### config.mk
export PLATFORM = sky130hd
export DESIGN_NAME = exc_unit_top
export DESIGN_NICKNAME = d
export VERILOG_FILES = /design/src/cpu_pkg.sv /design/src/cpu_ifs.sv /design/src/cp0_regs.sv /design/src/exc_handler.sv /design/src/exc_unit_top.sv /design/src/mem_stage_reg.sv
export VERILOG_INCLUDE_DIRS = /design/src /design/src/include
export SDC_FILE = /design/constraint.sdc
export NUM_CORES = 1
export LEC_CHECK = 0
export BUFFER_PORTS_ARGS = -buffer_cell sky130_fd_sc_hd__buf_2
export CAP_MARGIN = 20
export CORE_AREA = 2 2 148 150
export DETAILED_ROUTE_END_ITERATION = 12
export DIE_AREA = 0 0 150 152
export HOLD_SLACK_MARGIN = 0.02
export PLACE_DENSITY = 0.83
export RECOVER_POWER = 25
export SETUP_SLACK_MARGIN = 0.15
export SLEW_MARGIN = 20
export SYNTH_ARGS = -nofsm -noshare
export SYNTH_HDL_FRONTEND = slang
export SYNTH_SLANG_ARGS = --single-unit
### constraint.sdc
create_clock -name clk -period 2.7 [get_ports clk]
set_input_delay 0.405 -clock clk [delete_from_list [all_inputs] [get_ports clk]]
set_output_delay 0.405 -clock clk [all_outputs]
set_load 0.05 [all_outputs]
### src/include/cpu_macros.svh
`ifndef CPU_MACROS_SVH
`define CPU_MACROS_SVH

//////////////////////////////
// Datapath
//////////////////////////////
`define XLEN 32

// Common exception entry, EXL=0 and BEV=1
`define EXC_VECTOR 32'hBFC0_0380

//////////////////////////////
// CP0 reset and write masks
//////////////////////////////
`define COMPARE_RESET 32'hFFFF_FFFF

// IM[15:8], EXL and IE
`define STATUS_WMASK 32'h0000_FF03

// Software interrupt bits IP[9:8]
`define CAUSE_WMASK 32'h0000_0300

`endif

### src/cpu_pkg.sv
package cpu_pkg;

	//////////////////////////////
	// Cause.ExcCode values
	//////////////////////////////
	typedef enum logic [4:0] {
		int_c  = 5'd0,
		adel_c = 5'd4,
		ades_c = 5'd5,
		sys_c  = 5'd8,
		bp_c   = 5'd9,
		ri_c   = 5'd10,
		ov_c   = 5'd12
	} exccode_t;

	// CP0 register numbers, select 0 only
	typedef enum logic [4:0] {
		badvaddr_r = 5'd8,
		count_r    = 5'd9,
		compare_r  = 5'd11,
		status_r   = 5'd12,
		cause_r    = 5'd13,
		epc_r      = 5'd14
	} cp0_addr_t;

	// Exception flags raised by earlier stages
	typedef struct packed {
		logic [1:0] addr_err;
		logic       reserved_instr;
		logic       intovf;
		logic       brk;
		logic       syscall;
		logic       eret;
	} exc_flags_t;

	// Bit positions inside Status and Cause
	localparam int status_ie_bit  = 0;
	localparam int status_exl_bit = 1;
	localparam int cause_bd_bit   = 31;

endpackage

### src/cpu_ifs.sv
`timescale 1ns/100ps
`include "cpu_macros.svh"

// Memory-stage instruction as seen by the handler and CP0
interface exc_req_if;
	logic                   valid;
	logic [`XLEN-1:0]       pc;
	logic [`XLEN-1:0]       badvaddr;
	logic                   in_delay_slot;
	cpu_pkg::exc_flags_t    flags;
	logic                   mtc0_wen;
	cpu_pkg::cp0_addr_t     mtc0_addr;
	logic [`XLEN-1:0]       mtc0_wdata;

	modport stage (output valid, pc, badvaddr, in_delay_slot, flags,
		mtc0_wen, mtc0_addr, mtc0_wdata);
	modport handler (input valid, pc, badvaddr, in_delay_slot, flags);
	modport cp0 (input valid, mtc0_wen, mtc0_addr, mtc0_wdata);
endinterface

// Exception commit and side write toward CP0
interface cp0_update_if;
	logic                   exc_valid;
	logic [`XLEN-1:0]       epc_wdata;
	logic                   bd_wdata;
	cpu_pkg::exccode_t      exccode_wdata;
	logic                   side_wen;
	cpu_pkg::cp0_addr_t     side_waddr;
	logic [`XLEN-1:0]       side_wdata;

	modport handler (output exc_valid, epc_wdata, bd_wdata, exccode_wdata,
		side_wen, side_waddr, side_wdata);
	modport cp0 (input exc_valid, epc_wdata, bd_wdata, exccode_wdata,
		side_wen, side_waddr, side_wdata);
endinterface

### src/cp0_regs.sv
`timescale 1ns/100ps
`include "cpu_macros.svh"

module cp0_regs (
	input  logic               clk,
	input  logic               arst_n,
	exc_req_if.cp0             req,
	cp0_update_if.cp0          upd,
	input  logic [4:0]         hw_int,
	input  cpu_pkg::cp0_addr_t raddr,
	output logic [`XLEN-1:0]   rdata,
	output logic [`XLEN-1:0]   epc,
	output logic [`XLEN-1:0]   status,
	output logic [`XLEN-1:0]   cause,
	output logic               timer_int
);

	logic [`XLEN-1:0] badvaddr_q;
	logic [`XLEN-1:0] count_q;
	logic [`XLEN-1:0] compare_q;
	logic [`XLEN-1:0] status_q;
	logic [`XLEN-1:0] epc_q;
	logic             cause_bd;
	logic [7:0]       cause_ip;
	cpu_pkg::exccode_t cause_exccode;

	logic             side_apply;
	logic             sw_wen;
	logic [`XLEN-1:0] cause_sw;

	// Exception commit blocks the eret Status write but not BadVAddr
	assign side_apply = upd.side_wen
		&& (!upd.exc_valid || upd.side_waddr == cpu_pkg::badvaddr_r);
	assign sw_wen = req.valid && req.mtc0_wen && !upd.exc_valid && !upd.side_wen;

	assign cause_sw = req.mtc0_wdata & `CAUSE_WMASK;

	//////////////////////////////
	// Register updates
	//////////////////////////////
	always_ff @(posedge clk or negedge arst_n) begin
		if (!arst_n) begin
			badvaddr_q    <= '0;
			count_q       <= '0;
			compare_q     <= `COMPARE_RESET;
			status_q      <= '0;
			epc_q         <= '0;
			cause_bd      <= 1'b0;
			cause_ip      <= '0;
			cause_exccode <= cpu_pkg::int_c;
		end else begin
			count_q       <= count_q + 1'b1;
			cause_ip[6:2] <= hw_int;
			// Timer match is sticky until Compare is rewritten
			if (count_q == compare_q)
				cause_ip[7] <= 1'b1;

			if (upd.exc_valid) begin
				epc_q         <= upd.epc_wdata;
				cause_bd      <= upd.bd_wdata;
				cause_exccode <= upd.exccode_wdata;
				status_q[cpu_pkg::status_exl_bit] <= 1'b1;
			end

			if (side_apply) begin
				case (upd.side_waddr)
					cpu_pkg::badvaddr_r: badvaddr_q <= upd.side_wdata;
					cpu_pkg::status_r: status_q <= (status_q & ~`STATUS_WMASK)
						| (upd.side_wdata & `STATUS_WMASK);
					default: ;
				endcase
			end

			// mtc0 cannot write BadVAddr
			if (sw_wen) begin
				case (req.mtc0_addr)
					cpu_pkg::count_r: count_q <= req.mtc0_wdata;
					cpu_pkg::compare_r: begin
						compare_q   <= req.mtc0_wdata;
						cause_ip[7] <= 1'b0;
					end
					cpu_pkg::status_r: status_q <= (status_q & ~`STATUS_WMASK)
						| (req.mtc0_wdata & `STATUS_WMASK);
					cpu_pkg::cause_r: cause_ip[1:0] <= cause_sw[9:8];
					cpu_pkg::epc_r: epc_q <= req.mtc0_wdata;
					default: ;
				endcase
			end
		end
	end

	//////////////////////////////
	// Outputs and read port
	//////////////////////////////
	assign cause = {cause_bd, 15'b0, cause_ip, 1'b0, cause_exccode, 2'b00};
	assign status    = status_q;
	assign epc       = epc_q;
	assign timer_int = cause_ip[7];

	always_comb begin
		case (raddr)
			cpu_pkg::badvaddr_r: rdata = badvaddr_q;
			cpu_pkg::count_r:    rdata = count_q;
			cpu_pkg::compare_r:  rdata = compare_q;
			cpu_pkg::status_r:   rdata = status_q;
			cpu_pkg::cause_r:    rdata = cause;
			cpu_pkg::epc_r:      rdata = epc_q;
			default:             rdata = '0;
		endcase
	end

endmodule

### src/exc_handler.sv
`timescale 1ns/100ps
`include "cpu_macros.svh"

module exc_handler (
	exc_req_if.handler        req,
	input  logic [`XLEN-1:0]  epc,
	input  logic [`XLEN-1:0]  status,
	input  logic [`XLEN-1:0]  cause,
	cp0_update_if.handler     upd,
	output logic              exc_flush,
	output logic [`XLEN-1:0]  exc_target
);

	logic              int_pending;
	logic              exc_taken;
	logic              exl;
	cpu_pkg::exccode_t exccode;

	assign exl = status[cpu_pkg::status_exl_bit];

	// Pending and unmasked, globally enabled, not already in a handler
	assign int_pending = (|(cause[15:8] & status[15:8]))
		&& status[cpu_pkg::status_ie_bit] && !exl;

	//////////////////////////////
	// Priority encoder
	//////////////////////////////
	always_comb begin
		exc_taken = 1'b1;
		exccode   = cpu_pkg::int_c;
		if (!req.valid) begin
			exc_taken = 1'b0;
		end else if (int_pending) begin
			exccode = cpu_pkg::int_c;
		end else if (req.flags.addr_err == 2'b01) begin
			exccode = cpu_pkg::adel_c;
		end else if (req.flags.reserved_instr) begin
			exccode = cpu_pkg::ri_c;
		end else if (req.flags.intovf) begin
			exccode = cpu_pkg::ov_c;
		end else if (req.flags.brk) begin
			exccode = cpu_pkg::bp_c;
		end else if (req.flags.syscall) begin
			exccode = cpu_pkg::sys_c;
		end else if (req.flags.addr_err == 2'b10) begin
			exccode = cpu_pkg::adel_c;
		end else if (req.flags.addr_err == 2'b11) begin
			exccode = cpu_pkg::ades_c;
		end else begin
			exc_taken = 1'b0;
		end
	end

	// Nested exception keeps the first return point
	always_comb begin
		if (exl) begin
			upd.epc_wdata = epc;
			upd.bd_wdata  = cause[cpu_pkg::cause_bd_bit];
		end else if (req.in_delay_slot) begin
			upd.epc_wdata = req.pc - `XLEN'd4;
			upd.bd_wdata  = 1'b1;
		end else begin
			upd.epc_wdata = req.pc;
			upd.bd_wdata  = 1'b0;
		end
	end

	//////////////////////////////
	// Side writes
	//////////////////////////////
	always_comb begin
		upd.side_wen   = 1'b0;
		upd.side_waddr = cpu_pkg::badvaddr_r;
		upd.side_wdata = '0;
		if (req.valid && req.flags.addr_err != 2'b00) begin
			upd.side_wen   = 1'b1;
			upd.side_wdata = req.badvaddr;
		end else if (req.valid && req.flags.eret) begin
			upd.side_wen   = 1'b1;
			upd.side_waddr = cpu_pkg::status_r;
			upd.side_wdata = status;
			upd.side_wdata[cpu_pkg::status_exl_bit] = 1'b0;
		end
	end

	assign upd.exc_valid     = exc_taken;
	assign upd.exccode_wdata = exccode;

	// eret returns to EPC unless something else fires first
	assign exc_flush  = exc_taken || (req.valid && req.flags.eret);
	assign exc_target = exc_taken ? `EXC_VECTOR : epc;

endmodule

### src/exc_unit_top.sv
`timescale 1ns/100ps
`include "cpu_macros.svh"

module exc_unit_top (
	input  logic              clk,
	input  logic              arst_n,
	input  logic              stall,
	input  logic              ex_valid,
	input  logic [`XLEN-1:0]  ex_pc,
	input  logic [`XLEN-1:0]  ex_badvaddr,
	input  logic              ex_in_delay_slot,
	input  logic [1:0]        ex_addr_err,
	input  logic              ex_reserved_instr,
	input  logic              ex_intovf,
	input  logic              ex_break,
	input  logic              ex_syscall,
	input  logic              ex_eret,
	input  logic              ex_mtc0_wen,
	input  logic [4:0]        ex_mtc0_addr,
	input  logic [`XLEN-1:0]  ex_mtc0_wdata,
	input  logic [4:0]        hw_int,
	input  logic [4:0]        cp0_raddr,
	output logic [`XLEN-1:0]  cp0_rdata,
	output logic              exc_flush,
	output logic [`XLEN-1:0]  exc_target,
	output logic              timer_int
);

	cpu_pkg::exc_flags_t ex_flags;
	logic [`XLEN-1:0]    epc;
	logic [`XLEN-1:0]    status;
	logic [`XLEN-1:0]    cause;

	exc_req_if    i_exc_req ();
	cp0_update_if i_cp0_upd ();

	assign ex_flags = '{addr_err: ex_addr_err, reserved_instr: ex_reserved_instr,
		intovf: ex_intovf, brk: ex_break, syscall: ex_syscall, eret: ex_eret};

	// Flush feeds back so the faulting entry becomes a bubble
	mem_stage_reg i_mem_stage_reg (
		.clk(clk), .arst_n(arst_n), .stall(stall), .flush(exc_flush),
		.ex_valid(ex_valid), .ex_pc(ex_pc), .ex_badvaddr(ex_badvaddr),
		.ex_in_delay_slot(ex_in_delay_slot), .ex_flags(ex_flags),
		.ex_mtc0_wen(ex_mtc0_wen), .ex_mtc0_addr(cpu_pkg::cp0_addr_t'(ex_mtc0_addr)),
		.ex_mtc0_wdata(ex_mtc0_wdata), .req(i_exc_req.stage)
	);

	exc_handler i_exc_handler (
		.req(i_exc_req.handler), .epc(epc), .status(status), .cause(cause),
		.upd(i_cp0_upd.handler), .exc_flush(exc_flush), .exc_target(exc_target)
	);

	cp0_regs i_cp0_regs (
		.clk(clk), .arst_n(arst_n), .req(i_exc_req.cp0), .upd(i_cp0_upd.cp0),
		.hw_int(hw_int), .raddr(cpu_pkg::cp0_addr_t'(cp0_raddr)), .rdata(cp0_rdata),
		.epc(epc), .status(status), .cause(cause), .timer_int(timer_int)
	);

endmodule

### src/mem_stage_reg.sv
`timescale 1ns/100ps
`include "cpu_macros.svh"

module mem_stage_reg (
	input  logic                clk,
	input  logic                arst_n,
	input  logic                stall,
	input  logic                flush,
	input  logic                ex_valid,
	input  logic [`XLEN-1:0]    ex_pc,
	input  logic [`XLEN-1:0]    ex_badvaddr,
	input  logic                ex_in_delay_slot,
	input  cpu_pkg::exc_flags_t ex_flags,
	input  logic                ex_mtc0_wen,
	input  cpu_pkg::cp0_addr_t  ex_mtc0_addr,
	input  logic [`XLEN-1:0]    ex_mtc0_wdata,
	exc_req_if.stage            req
);

	//////////////////////////////
	// Control part
	//////////////////////////////
	// Flush beats stall so a held exception cannot commit twice
	always_ff @(posedge clk or negedge arst_n) begin
		if (!arst_n) begin
			req.valid    <= 1'b0;
			req.flags    <= '0;
			req.mtc0_wen <= 1'b0;
		end else if (flush) begin
			req.valid    <= 1'b0;
			req.flags    <= '0;
			req.mtc0_wen <= 1'b0;
		end else if (!stall) begin
			req.valid    <= ex_valid;
			req.flags    <= ex_flags;
			req.mtc0_wen <= ex_mtc0_wen;
		end
	end

	//////////////////////////////
	// Payload part
	//////////////////////////////
	// Contents of a bubble are don't care
	always_ff @(posedge clk) begin
		if (!stall) begin
			req.pc            <= ex_pc;
			req.badvaddr      <= ex_badvaddr;
			req.in_delay_slot <= ex_in_delay_slot;
			req.mtc0_addr     <= ex_mtc0_addr;
			req.mtc0_wdata    <= ex_mtc0_wdata;
		end
	end

endmodule

==> run summary, run 1 <==
Cells and area
* **Antenna Cells** 0
* **share of post-route cells with drive strength above 1** 35.31%
* **most common library cell in the layout ignoring fill and taps** buf_2
* **core occupancy in the finished layout** 71.05%
* **number of cells in the finished layout apart from fillers** 1509
* **Nets** 1333
* **layout overhead on the synthesized area** 26.99%
* **most frequent cells in the layout** buf_2 (149), dfrtp_1 (127), edfxtp_1 (102)
* **final design instance area without fill** 0.01517 mm²

Routing
* **post-detailed-route via-to-cell ratio** 5.967
* **drt first pass iters** 6
* **number of remaining DRC errors** 0
* **Routed wire per std cell** 21.87 µm
* **Routed Wire Length** 33.00 mm
* **Routed Antenna Nets** 0
* **routed vias** 9004
* **Initial DRC Count** 777

Worst hold path
* **path category of the worst min-delay check** primary input to flop
* **cell depth of the worst min-delay path** 1

Logic synthesis
* **share of the synthesized area in compound gates (AO/OA/AOI/OAI)** 8.348%
* **share of synthesized area occupied by flip-flops and latches** 59.50%
* **Avg Synthesized Cell Area** 12.23 µm²
* **area of the mapped netlist** 0.01195 mm²
* **number of warnings reported in the yosys synthesis log** 0
* **simple-gate share of the synthesized area** 12.17%
* **fraction of registers with async set or reset after synthesis** 61.07%
* **count of flip-flops with a built-in enable after synthesis** 102
* **main combinational cell family by area after synthesis** simple AND/OR/NAND/NOR gates
* **post-synth net total** 1103
* **distinct cell type count after synthesis** 46
* **xor/xnor share of the synthesized area** 6.599%
* **ys flop type** dfrtp_1
* **adder-cell share of the synthesized area** 0.2095%
* **proportion of synthesized area in mux cells** 11.11%
* **post-synthesis cell count** 977
* **Synth Register Bits** 262

Pwr
* **reported net switching power** 4.289 mW
* **net switching fraction of the power** 32.03%
* **overall power after layout** 13.39 mW
* **proportion of power drawn by combinational gates** 27.9%
* **portion of total power attributed to the clock network** 30.1%
* **internal portion of total power** 9.100 mW
* **IR drop worst, VDD** 0.0007477 V
* **register share of total power** 42.0%
* **standby leakage power** 6.564 nW
* **total power density per cell area** 882.7 mW/mm²

Clock tree
* **source-to-sink clock delay at the later pin of the worst-skew pair** 0.55 ns
* **Clock Sink Count** 262
* **clock-pin slew of the registers on the worst-case setup and hold paths** 0.06 ns
* **TritonCTS Buffers** 28
* **root buffer cell** clkbuf_16
* **H-tree level count** 1
* **number of buffers between clock root and the deepest sink** 3
* **CTS tree** yes

STA
* **post-route setup slack** -0.01143 ns
* **slew at the pin with the worst max-slew slack** 1.637 ns
* **fmax** 368.8 MHz
* **worst-case headroom to the max-slew limit** -9.163%
* **hold_ws** 0.03383 ns
* **RSZ-0062 raised after global routing** true
* **share of the clock period used by the worst path after layout** 100.4%
* **Layout Skew** 0.01800 ns
* **final setup violation count** 8
* **post-layout minimum cycle time** 2.711 ns
* **final number of hold-violating endpoints** 0
* **Max Slew Vio Count** 123

Global route
* **pin count of the biggest net entering global routing** 63
* **overflow left after global routing** 0
* **global-route wire length before repair** 50.89 mm
* **initial antenna violation count** 0
* **number of global-route vias before repair** 9266
* **global router's overall resource usage** 28.74%

Critical path
* **sort of element at the start of the critical path** flop
* **category of the critical setup timing path** flop to output pin
* **capture instance of the worst register-to-register path** i_cp0_regs.epc[29]
* **Arrival @ worst endpoint** 2.31 ns
* **sort of element at the end of the critical path** output pin
* **number of cells on the worst reg-to-reg path** 6
* **register-to-register path setup slack** 0.24 ns
* **end point of the critical path** exc_target[17]
* **FF-to-FF Start** i_mem_stage_reg.req.pc[13]
* **launch point of the critical path** i_cp0_regs.status[15]
* **top fanout value on the critical path** 8
* **required time reported for the critical path endpoint** 2.30 ns

Die
* **initial cell density of the core** 55.95%
* **y dimension of the die** 152 µm
* **I/O pin total** 190
* **Std-Cell Rows** 54
* **Std-Cell Core Area** 0.02135 mm²
* **die width** 150 µm
* **Die Footprint** 0.02280 mm²

Placed design
* **DP Wirelength** 21.79 mm
* **total placed cells including tap cells** 1424
* **IO buf count** 189
* **global placer's final weighted congestion** 0.8705
* **Placement Cell Area** 0.01346 mm²

Outcome
* **failing checks** capacitance limit, slew limit, setup timing
* **run status** complete, but fails checks

Job
* **# Max-Cap Violations** 2

## registers in the layout (all words and copies together) (netlist names), 4 cells and up
| signal | flops |
|---|---|
| i_mem_stage_reg.req.mtc0_addr | 5 |
| i_cp0_regs.badvaddr_q | 32 |
| i_cp0_regs.status | 10 |
| i_mem_stage_reg.req.mtc0_wdata | 32 |
| i_cp0_regs.epc | 32 |
| i_mem_stage_reg.req.flags | 7 |
| i_cp0_regs.count_q | 32 |
| i_mem_stage_reg.req.badvaddr | 32 |
| i_cp0_regs.cause_exccode | 4 |
| i_cp0_regs.cause_ip | 8 |
| i_cp0_regs.compare_q | 32 |
| i_mem_stage_reg.req.pc | 32 |
## cells by family (layout without fill, tap and decap cells)
group	count (synthesis)	count (layout)
buffers and inverters	62	314
AND/OR/NAND/NOR	285	285
XOR/XNOR	90	90
adder cells (fa/ha/maj)	2	2
AO/OA/AOI/OAI	154	154
multiplexers	122	122
flip-flops	262	262
## stage by stage
stage	setup slack (ns)	setup TNS [ns]
3_5_place_dp	0.1991	0
2_1_floorplan	0.1650	0
5_1_grt	-0.08909	-1.791
3_3_place_gp	0.3106	0
4_1_cts	-0.0002098	-0.0002098
6_report	-0.01143	-0.05170
## power by group through the flow
stage               registers (mW)  logic, mW  clock network (mW)
global placement              5.61       2.85                   0
detailed placement            5.62       2.93                   0
finish                        5.62       3.73                4.04
floorplan                     5.35       2.20                   0
global route                  5.70       3.93                4.25
CTS                           5.57       3.60                4.06
## worst min-delay path by stage
stage	startpoint	endpoint	slack, ns
final	ex_mtc0_wdata[4]	i_mem_stage_reg.req.mtc0_wdata[4]	0.03
after global routing	ex_badvaddr[9]	i_mem_stage_reg.req.badvaddr[9]	0.02
after detailed placement	arst_n	i_cp0_regs.badvaddr_q[23]	0.43
after floorplan	arst_n	i_cp0_regs.badvaddr_q[0]	0.11
after global placement	arst_n	i_cp0_regs.badvaddr_q[26]	0.44
after CTS	ex_pc[0]	i_mem_stage_reg.req.pc[0]	0.02
## metal layers
metal / share of wire (%) / up-vias / global-route usage, %
met5: 0 / - / 0
li1: - / 4032 / -
met2: 50 / 416 / 48.62
met1: 38 / 4474 / 36.86
met3: 8.0 / 82 / 5.495
met4: 3.7 / 0 / 10.51
## final cells by class
class,instances,area [µm²]
flip-flops and latches,262,7108
inverters,9,35.03
fillers,1448,6181
clock buffers,40,819.5
well taps,280,350.3
multi-input cells,653,4797
repair buffers,253,1906
clock inverters,12,153.9
## timing repair
item | 4_1_cts | 5_1_grt
setup buffers | 9 | 4
cloned | 2 | 0
hold buffers | 12 | 6
pin swaps | 9 | 7
endpoints found under the setup margin | 33 | 50
hold endpoints to repair | 58 | 6
gates resized for setup | 109 | 26
## cell usage after synthesis, types with 2 or more instances
master,instances,area (µm²)
a21oi_1,37,185.2
a222oi_1,7,70.07
a22oi_1,70,525.5
and2_1,23,143.9
and4_1,4,35.03
buf_2,9,45.04
clkbuf_1,42,157.7
clkbuf_2,2,10.01
dfrtp_1,128,3203
dfstp_2,32,840.8
edfxtp_1,102,3063
ha_1,2,25.02
inv_1,9,33.78
mux2_2,84,945.9
mux2i_1,37,370.4
nand2_1,76,285.3
nand2b_1,13,81.33
nand3_1,28,140.1
nand3b_1,5,37.54
nand4_1,20,125.1
nor2_1,62,232.7
nor2b_1,4,25.02
nor3_1,15,75.07
nor4_1,15,93.84
nor4bb_1,2,20.02
o21ai_0,29,145.1
o21ai_1,5,25.02
o31ai_1,3,22.52
or3_1,4,25.02
or4_1,4,30.03
xnor2_1,46,402.9
xor2_1,44,385.4
## critical path, cell delays in order (launching register included)
cell     delay [ns]
dfrtp_1        0.40
a22oi_2        0.21
nand2_2        0.10
o21a_4         0.23
o21ai_4        0.21
buf_6          0.15
buf_16         0.15
and2_4         0.16
buf_8          0.14
(Power assumes the default switching activity.)
==> run 2, diff against run 1 <==
--- a/config.mk
+++ b/config.mk
@@ -14,7 +14,9 @@
 export HOLD_SLACK_MARGIN = 0.02
 export PLACE_DENSITY = 0.83
 export RECOVER_POWER = 25
+export REMOVE_ABC_BUFFERS = 1
 export SETUP_SLACK_MARGIN = 0.15
+export SKIP_LAST_GASP = 1
 export SLEW_MARGIN = 20
 export SYNTH_ARGS = -nofsm -noshare
 export SYNTH_HDL_FRONTEND = slang
==> run 2 against run 1 <==
Net effect: the run ends with setup timing left; via count increased by 2.0%; die area unchanged; combinational power increased by 5%; global-route usage increased by 0.41 points; worst setup slack got worse by 0.041 ns.
==> run summary, run 2 (synthesized netlist as in run 1, its figures left out) <==
Global route
* **global-route wire length before repair** 51.12 mm, was 50.89 mm
* **initial antenna violation count** 0, unchanged
* **overflow left after global routing** 0, unchanged
* **pin count of the biggest net entering global routing** 70, was 63
* **global router's overall resource usage** 29.15%, was 28.74%
* **number of global-route vias before repair** 9214, was 9266

Placed design
* **pre-CTS worst setup slack** 0.1187 ns, was 0.1991 ns
* **DP Wirelength** 22.41 mm, was 21.79 mm
* **IO buf count** 189, unchanged
* **global placer's final weighted congestion** 0.9203, was 0.8705

Routing
* **post-detailed-route via-to-cell ratio** 6.093, was 5.967
* **routed vias** 9182, was 9004
* **drt first pass iters** 6, unchanged
* **Routed Wire Length** 33.63 mm, was 33.00 mm
* **Routed Antenna Nets** 0, unchanged
* **number of remaining DRC errors** 0, unchanged
* **Initial DRC Count** 827, was 777
* **Routed wire per std cell** 22.32 µm, was 21.87 µm

Die
* **Std-Cell Core Area** 0.02135 mm², unchanged
* **initial cell density of the core** 55.95%, unchanged
* **Die Footprint** 0.02280 mm², unchanged
* **y dimension of the die** 152 µm, unchanged
* **Std-Cell Rows** 54, unchanged
* **die width** 150 µm, unchanged
* **I/O pin total** 190, unchanged

Cells and area
* **most frequent cells in the layout** buf_2 (146), dfrtp_1 (128), edfxtp_1 (102), was buf_2 (149), dfrtp_1 (127), edfxtp_1 (102)
* **layout overhead on the synthesized area** 26.40%, was 26.99%
* **Antenna Cells** 0, unchanged
* **share of post-route cells with drive strength above 1** 36.27%, was 35.31%
* **core occupancy in the finished layout** 70.72%, was 71.05%
* **Nets** 1333, unchanged
* **most common library cell in the layout ignoring fill and taps** buf_2, unchanged

STA
* **final setup violation count** 14, was 8
* **worst-case headroom to the max-slew limit** 6.701%, was -9.163%
* **fmax** 363.3 MHz, was 368.8 MHz
* **final number of hold-violating endpoints** 0, unchanged
* **Max Slew Vio Count** 0, was 123
* **hold_ws** 0.04405 ns, was 0.03383 ns
* **share of the clock period used by the worst path after layout** 101.9%, was 100.4%
* **slew at the pin with the worst max-slew slack** 1.399 ns, was 1.637 ns
* **RSZ-0062 raised after global routing** true, unchanged
* **post-layout minimum cycle time** 2.753 ns, was 2.711 ns
* **Layout Skew** 0.01143 ns, was 0.01800 ns
* **post-route setup slack** -0.05254 ns, was -0.01143 ns

Worst hold path
* **endpoint of the worst hold path** i_mem_stage_reg.req.mtc0_wdata[26], was i_mem_stage_reg.req.mtc0_wdata[4]
* **cell depth of the worst min-delay path** 1, unchanged
* **path category of the worst min-delay check** primary input to flop, unchanged
* **worst hold start** ex_mtc0_wdata[26], was ex_mtc0_wdata[4]

Critical path
* **Critical Path, Cell by Cell** a22oi_2 -> nand2_2 -> o21a_4 -> o21ai_4 -> buf_4 -> buf_6 -> buf_12 -> and2_4 -> buf_8, was a22oi_2 -> nand2_2 -> o21a_4 -> o21ai_4 -> buf_6 -> buf_16 -> and2_4 -> buf_8
* **sort of element at the end of the critical path** output pin, unchanged
* **top fanout value on the critical path** 10, was 8
* **capture instance of the worst register-to-register path** i_cp0_regs.status[15], was i_cp0_regs.epc[29]
* **category of the critical setup timing path** flop to output pin, unchanged
* **sort of element at the start of the critical path** flop, unchanged
* **number of cells on the worst reg-to-reg path** 8, was 6
* **Max stage delay on crit path** 0.40 ns, about the same
* **register-to-register path setup slack** 0.11 ns, was 0.24 ns
* **Arrival @ worst endpoint** 2.35 ns, was 2.31 ns
* **FF-to-FF Start** i_cp0_regs.status[15], was i_mem_stage_reg.req.pc[13]
* **slowest library cell on the worst path** dfrtp_1, unchanged
* **required time reported for the critical path endpoint** 2.30 ns, about the same

Clock tree
* **H-tree level count** 1, unchanged
* **root buffer cell** clkbuf_16, unchanged
* **source-to-sink clock delay at the later pin of the worst-skew pair** 0.53 ns, was 0.55 ns
* **clock-pin slew of the registers on the worst-case setup and hold paths** 0.06 ns, about the same
* **number of buffers between clock root and the deepest sink** 3, unchanged
* **Clock Sink Count** 262, unchanged
* **CTS tree** yes, unchanged
* **TritonCTS Buffers** 27, was 28

Pwr
* **proportion of power drawn by combinational gates** 29.8%, was 27.9%
* **reported net switching power** 4.268 mW, was 4.289 mW
* **register share of total power** 42.6%, was 42.0%
* **standby leakage power** 6.571 nW, was 6.564 nW
* **internal portion of total power** 8.887 mW, was 9.100 mW
* **portion of total power attributed to the clock network** 27.6%, was 30.1%
* **IR drop worst, VDD** 0.0005060 V, was 0.0007477 V
* **net switching fraction of the power** 32.44%, was 32.03%
* **total power density per cell area** 871.3 mW/mm², was 882.7 mW/mm²

Outcome
* **run status** complete, but fails checks, unchanged
* **failing checks** setup timing, was capacitance limit, slew limit, setup timing

Job
* **# Max-Cap Violations** 0, was 2

==> run 2: cell types whose count changed in the layout (fill, tap and decap cells not counted), sizes merged <==
cell	previous run	this run
clkbuf	48	54
buf	227	236
bufinv	4	2
dlygate4sd3	18	6
clkinv	8	5
==> run 2: how the worst max path moves through the flow <==
stage	from	end	slack, ns	cells past startpoint
floorplan	i_cp0_regs.cause_ip[7]	exc_target[29]	-1.47	5
global placement	i_cp0_regs.cause_ip[7]	i_cp0_regs.status[14]	0.29	7
detailed placement	i_cp0_regs.cause_ip[7]	i_cp0_regs.status[13]	0.12	7
CTS	i_cp0_regs.cause_ip[7]	exc_target[13]	-0.006	9
global route	i_cp0_regs.status[15]	exc_target[11]	-0.12	9
finish	i_cp0_regs.status[15]	exc_target[30]	-0.05	9
==> run 2: routing by layer <==
layer	GRT usage [%]	wire, µm	part of all wire (%)
met1	39.64	12980	39
met2	46.94	16220	48
met3	5.736	3135	9.3
met4	10.33	1290	3.8
met5	0	0	0
==> run 2: worst max-delay path, delay by kind of cell, from the launching register on <==
family / cells / cell delay, ns
AOI/OAI and AO/OA: 3 / 0.63
buffers and inverters: 4 / 0.50
DFF: 1 / 0.40
and+or+nand+nor: 2 / 0.28
==> run 2: cell type report <==
class / instances / area (µm²)
clock buffers: 42 / 773.2
clock inverters: 7 / 82.58
fillers: 1422 / 6252
inverters: 9 / 35.03
multi-input cells: 653 / 4836
flip-flops and latches: 262 / 7107
well taps: 280 / 350.3
repair buffers: 254 / 1914
==> run 2: power groups by stage <==
stage,clock network [mW],registers (mW),logic (mW)
final,3.63,5.61,3.92
after global routing,3.83,5.68,4.11
after CTS,3.68,5.57,3.61
after detailed placement,0,5.63,2.92
after global placement,0,5.59,2.85
after floorplan,0,5.37,2.13
==> run 2: stage by stage <==
stage	total power [mW]	TNS, ns	std cells	cell area, µm²
after floorplan	7.497	-127.59	924	11730
after global placement	8.435	0	1424	13420
after detailed placement	8.544	0	1424	13420
after CTS	12.86	-0.02539	1494	14820
after global routing	13.63	-1.894	1507	15100
final	13.15	-0.4941	1507	15100
==> run 2: what timing repair did <==
action	in CTS	in global routing
setup endpoints to repair	43	74
gates cloned	2	2
resized for setup	100	32
setup buffers	13	11
pin swaps	6	8
hold buffers	6	0
hold endpoints to repair	47	0
==> run 3, diff against run 2 <==
--- a/config.mk
+++ b/config.mk
@@ -8,11 +8,11 @@
 export LEC_CHECK = 0
 export BUFFER_PORTS_ARGS = -buffer_cell sky130_fd_sc_hd__buf_2
 export CAP_MARGIN = 20
-export CORE_AREA = 2 2 148 150
+export CORE_AREA = 2 2 143 145
 export DETAILED_ROUTE_END_ITERATION = 12
-export DIE_AREA = 0 0 150 152
+export DIE_AREA = 0 0 145 147
 export HOLD_SLACK_MARGIN = 0.02
-export PLACE_DENSITY = 0.83
+export PLACE_DENSITY = 0.87
 export RECOVER_POWER = 25
 export REMOVE_ABC_BUFFERS = 1
 export SETUP_SLACK_MARGIN = 0.15
==> constraint.sdc (replaced) <==
create_clock -name clk -period 3.5 [get_ports clk]
set_input_delay 0.525 -clock clk [delete_from_list [all_inputs] [get_ports clk]]
set_output_delay 0.525 -clock clk [all_outputs]
set_load 0.05 [all_outputs]
==> run 3 against run 2 <==
Net effect: the flow finishes with violations (capacitance limit, slew limit); global-route usage fell by 0.30 points; clock power fell by 23%; die area is 6.5% lower; clock skew about the same; via count shrank 4.0%; critical path depth down 2; sequential share of layout area increased by 3.3 points; register-to-register slack better by 0.64 ns; critical path type unchanged; largest cell class unchanged; highest routed layer is now met5.
==> run summary, run 3 (synthesized netlist as in run 1, its figures left out) <==
Global route
* **pin count of the biggest net entering global routing** 92, was 70
* **initial antenna violation count** 2, was 0
* **global router's overall resource usage** 28.86%, was 29.15%
* **number of global-route vias before repair** 8686, was 9214
* **global-route wire length before repair** 47.82 mm, was 51.12 mm
* **overflow left after global routing** 0, unchanged

Routing
* **Initial DRC Count** 896, was 827
* **routed vias** 8814, was 9182
* **drt first pass iters** 5, was 6
* **post-detailed-route via-to-cell ratio** 6.066, was 6.093
* **Routed Antenna Nets** 0, unchanged
* **number of remaining DRC errors** 0, unchanged
* **Routed wire per std cell** 21.27 µm, was 22.32 µm
* **Routed Wire Length** 30.90 mm, was 33.63 mm

Clock tree
* **source-to-sink clock delay at the later pin of the worst-skew pair** 0.54 ns, was 0.53 ns
* **Post-CTS Setup Inserts** 0, was 13
* **root buffer cell** clkbuf_16, unchanged
* **TritonCTS Buffers** 27, unchanged
* **clock-pin slew of the registers on the worst-case setup and hold paths** 0.06 ns, about the same
* **CTS tree** yes, unchanged
* **Clock Sink Count** 262, unchanged
* **number of buffers between clock root and the deepest sink** 3, unchanged
* **H-tree level count** 1, unchanged

Critical path
* **buffers plus inverters on the worst setup path** 2, was 4
* **Max stage delay on crit path** 0.45 ns, was 0.40 ns
* **sort of element at the start of the critical path** flop, unchanged
* **top fanout value on the critical path** 24, was 10
* **Critical Path, Cell by Cell** a22oi_1 -> nand2_1 -> o21a_1 -> o21ai_2 -> buf_4 -> and2_1 -> buf_2, was a22oi_2 -> nand2_2 -> o21a_4 -> o21ai_4 -> buf_4 -> buf_6 -> buf_12 -> and2_4 -> buf_8
* **sort of element at the end of the critical path** output pin, unchanged
* **kind of cell adding the most delay to the critical path** compound AO/OA/AOI/OAI gates, unchanged
* **category of the critical setup timing path** flop to output pin, unchanged
* **Arrival @ worst endpoint** 2.78 ns, was 2.35 ns
* **required time reported for the critical path endpoint** 2.97 ns, was 2.30 ns
* **slowest library cell on the worst path** dfrtp_1, unchanged

STA
* **fmax** 302.8 MHz
* **setup_tns** 0 ns, was -0.4941 ns
* **worst-case headroom to the max-slew limit** -21.43%, was 6.701%
* **post-route setup slack** 0.1976 ns, was -0.05254 ns
* **final number of hold-violating endpoints** 0, unchanged
* **RSZ-0062 raised after global routing** true, unchanged
* **final setup violation count** 0, was 14
* **hold_ws** 0.1013 ns, was 0.04405 ns
* **Layout Skew** 0.01176 ns, was 0.01143 ns
* **Max Slew Vio Count** 70, was 0
* **slew at the pin with the worst max-slew slack** 1.822 ns, was 1.399 ns
* **share of the clock period used by the worst path after layout** 94.35%
* **post-layout minimum cycle time** 3.302 ns

Pwr
* **total power density per cell area** 659.6 mW/mm², was 871.3 mW/mm²
* **reported net switching power** 3.084 mW, was 4.268 mW
* **proportion of power drawn by combinational gates** 23.7%, was 29.8%
* **portion of total power attributed to the clock network** 30.2%, was 27.6%
* **register share of total power** 46.1%, was 42.6%
* **IR drop worst, VDD** 0.0005227 V, was 0.0005060 V
* **standby leakage power** 6.101 nW, was 6.571 nW
* **net switching fraction of the power** 33.12%, was 32.44%
* **internal portion of total power** 6.228 mW, was 8.887 mW

Die
* **Std-Cell Rows** 52, was 54
* **Die Footprint** 0.02132 mm², was 0.02280 mm²
* **Std-Cell Core Area** 0.01984 mm², was 0.02135 mm²
* **die width** 145 µm, was 150 µm
* **I/O pin total** 190, unchanged
* **initial cell density of the core** 60.20%, was 55.95%
* **y dimension of the die** 147 µm, was 152 µm

Placed design
* **IO buf count** 189, unchanged
* **global placer's final weighted congestion** 0.8597, was 0.9203
* **DP Wirelength** 21.62 mm, was 22.41 mm
* **pre-CTS worst setup slack** 0.7347 ns, was 0.1187 ns
* **Placement Cell Area** 0.01326 mm², was 0.01342 mm²

Outcome
* **failing checks** capacitance limit, slew limit, was setup timing
* **run status** complete, but fails checks, unchanged

Cells and area
* **Nets** 1287, was 1333
* **most frequent cells in the layout** buf_2 (171), dfrtp_1 (128), edfxtp_1 (102), was buf_2 (146), dfrtp_1 (128), edfxtp_1 (102)
* **most common library cell in the layout ignoring fill and taps** buf_2, unchanged
* **final design instance area without fill** 0.01412 mm², was 0.01510 mm²
* **layout overhead on the synthesized area** 18.18%, was 26.40%
* **share of post-route cells with drive strength above 1** 30.96%, was 36.27%
* **core occupancy in the finished layout** 71.14%, was 70.72%

Worst hold path
* **path category of the worst min-delay check** primary input to flop, unchanged

Job
* **# Max-Cap Violations** 1, was 0

## run 3: cell count changes in the layout (fill, tap and decap cells not counted), moves of 4 or more
cell / delta
nand2b_1: +11
dlygate4sd3_1: -6
buf_2: +25
buf_8: -19
and2_4: -18
clkinv_2: +4
buf_12: -6
and2_1: +18
nand2b_4: -11
buf_4: -27
buf_6: -17
## run 3: cell type report
| cell class | instances | area, µm² |
|---|---|---|
| Sequential cell | 262 | 7107 |
| Fill cell | 1350 | 5727 |
| Multi-Input combinational cell | 653 | 4657 |
| Timing Repair Buffer | 208 | 1105 |
| Clock buffer | 38 | 757.0 |
| Tap cell | 270 | 337.8 |
| Clock inverter | 12 | 115.1 |
| Inverter | 9 | 36.28 |
| Antenna cell | 1 | 2.502 |
## run 3: final timing paths
kind                                                   from                         to  slack, ns  depth (start not counted)
min in group asynchronous                            arst_n  i_cp0_regs.badvaddr_q[20]       0.46                          1
setup reg to reg                     i_cp0_regs.cause_ip[7]          i_cp0_regs.epc[0]       0.75                          7
max in group asynchronous                            arst_n    i_cp0_regs.compare_q[3]       1.74                          2
hold / removal                                    hw_int[0]     i_cp0_regs.cause_ip[2]       0.10                          1
hold reg to reg            i_mem_stage_reg.req.badvaddr[23]  i_cp0_regs.badvaddr_q[23]       0.48                          1
setup / recovery                     i_cp0_regs.cause_ip[7]             exc_target[30]       0.20                          7
## run 3: stage by stage
| step | power (mW) | cells |
|---|---|---|
| after CTS | 9.330 | 1452 |
| after detailed placement | 6.531 | 1402 |
| after global placement | 6.441 | 1402 |
| after global routing | 9.664 | 1452 |
| after floorplan | 5.784 | 924 |
| final | 9.312 | 1453 |
## run 3: what timing repair did
item,in CTS,in global routing
hold buffers,0,0
endpoints found under the setup margin,0,14
gates resized for setup,0,1
## run 3: power groups by stage
stage	registers, mW	clock network [mW]	logic [mW]
after floorplan	4.14	0	1.64
after global placement	4.30	0	2.14
after detailed placement	4.33	0	2.20
after CTS	4.28	2.84	2.21
after global routing	4.36	2.97	2.34
final	4.30	2.81	2.20
## run 3: metal layers
metal	vias to the layer above	wire length, µm	track usage [%]
met3	83	2972	5.404
li1	3937	-	-
met5	-	12	0
met4	2	1147	11.73
met1	4323	12120	39.49
met2	469	14650	46.19
## run 3: worst reg2reg max path, stage by stage, from the launching register on
cell	delay (ns)
dfrtp_1	0.45
a22oi_1	0.25
nand2_1	0.17
o21a_1	0.35
nor4_2	0.43
and4b_1	0.25
buf_4	0.35
mux2_2	0.39
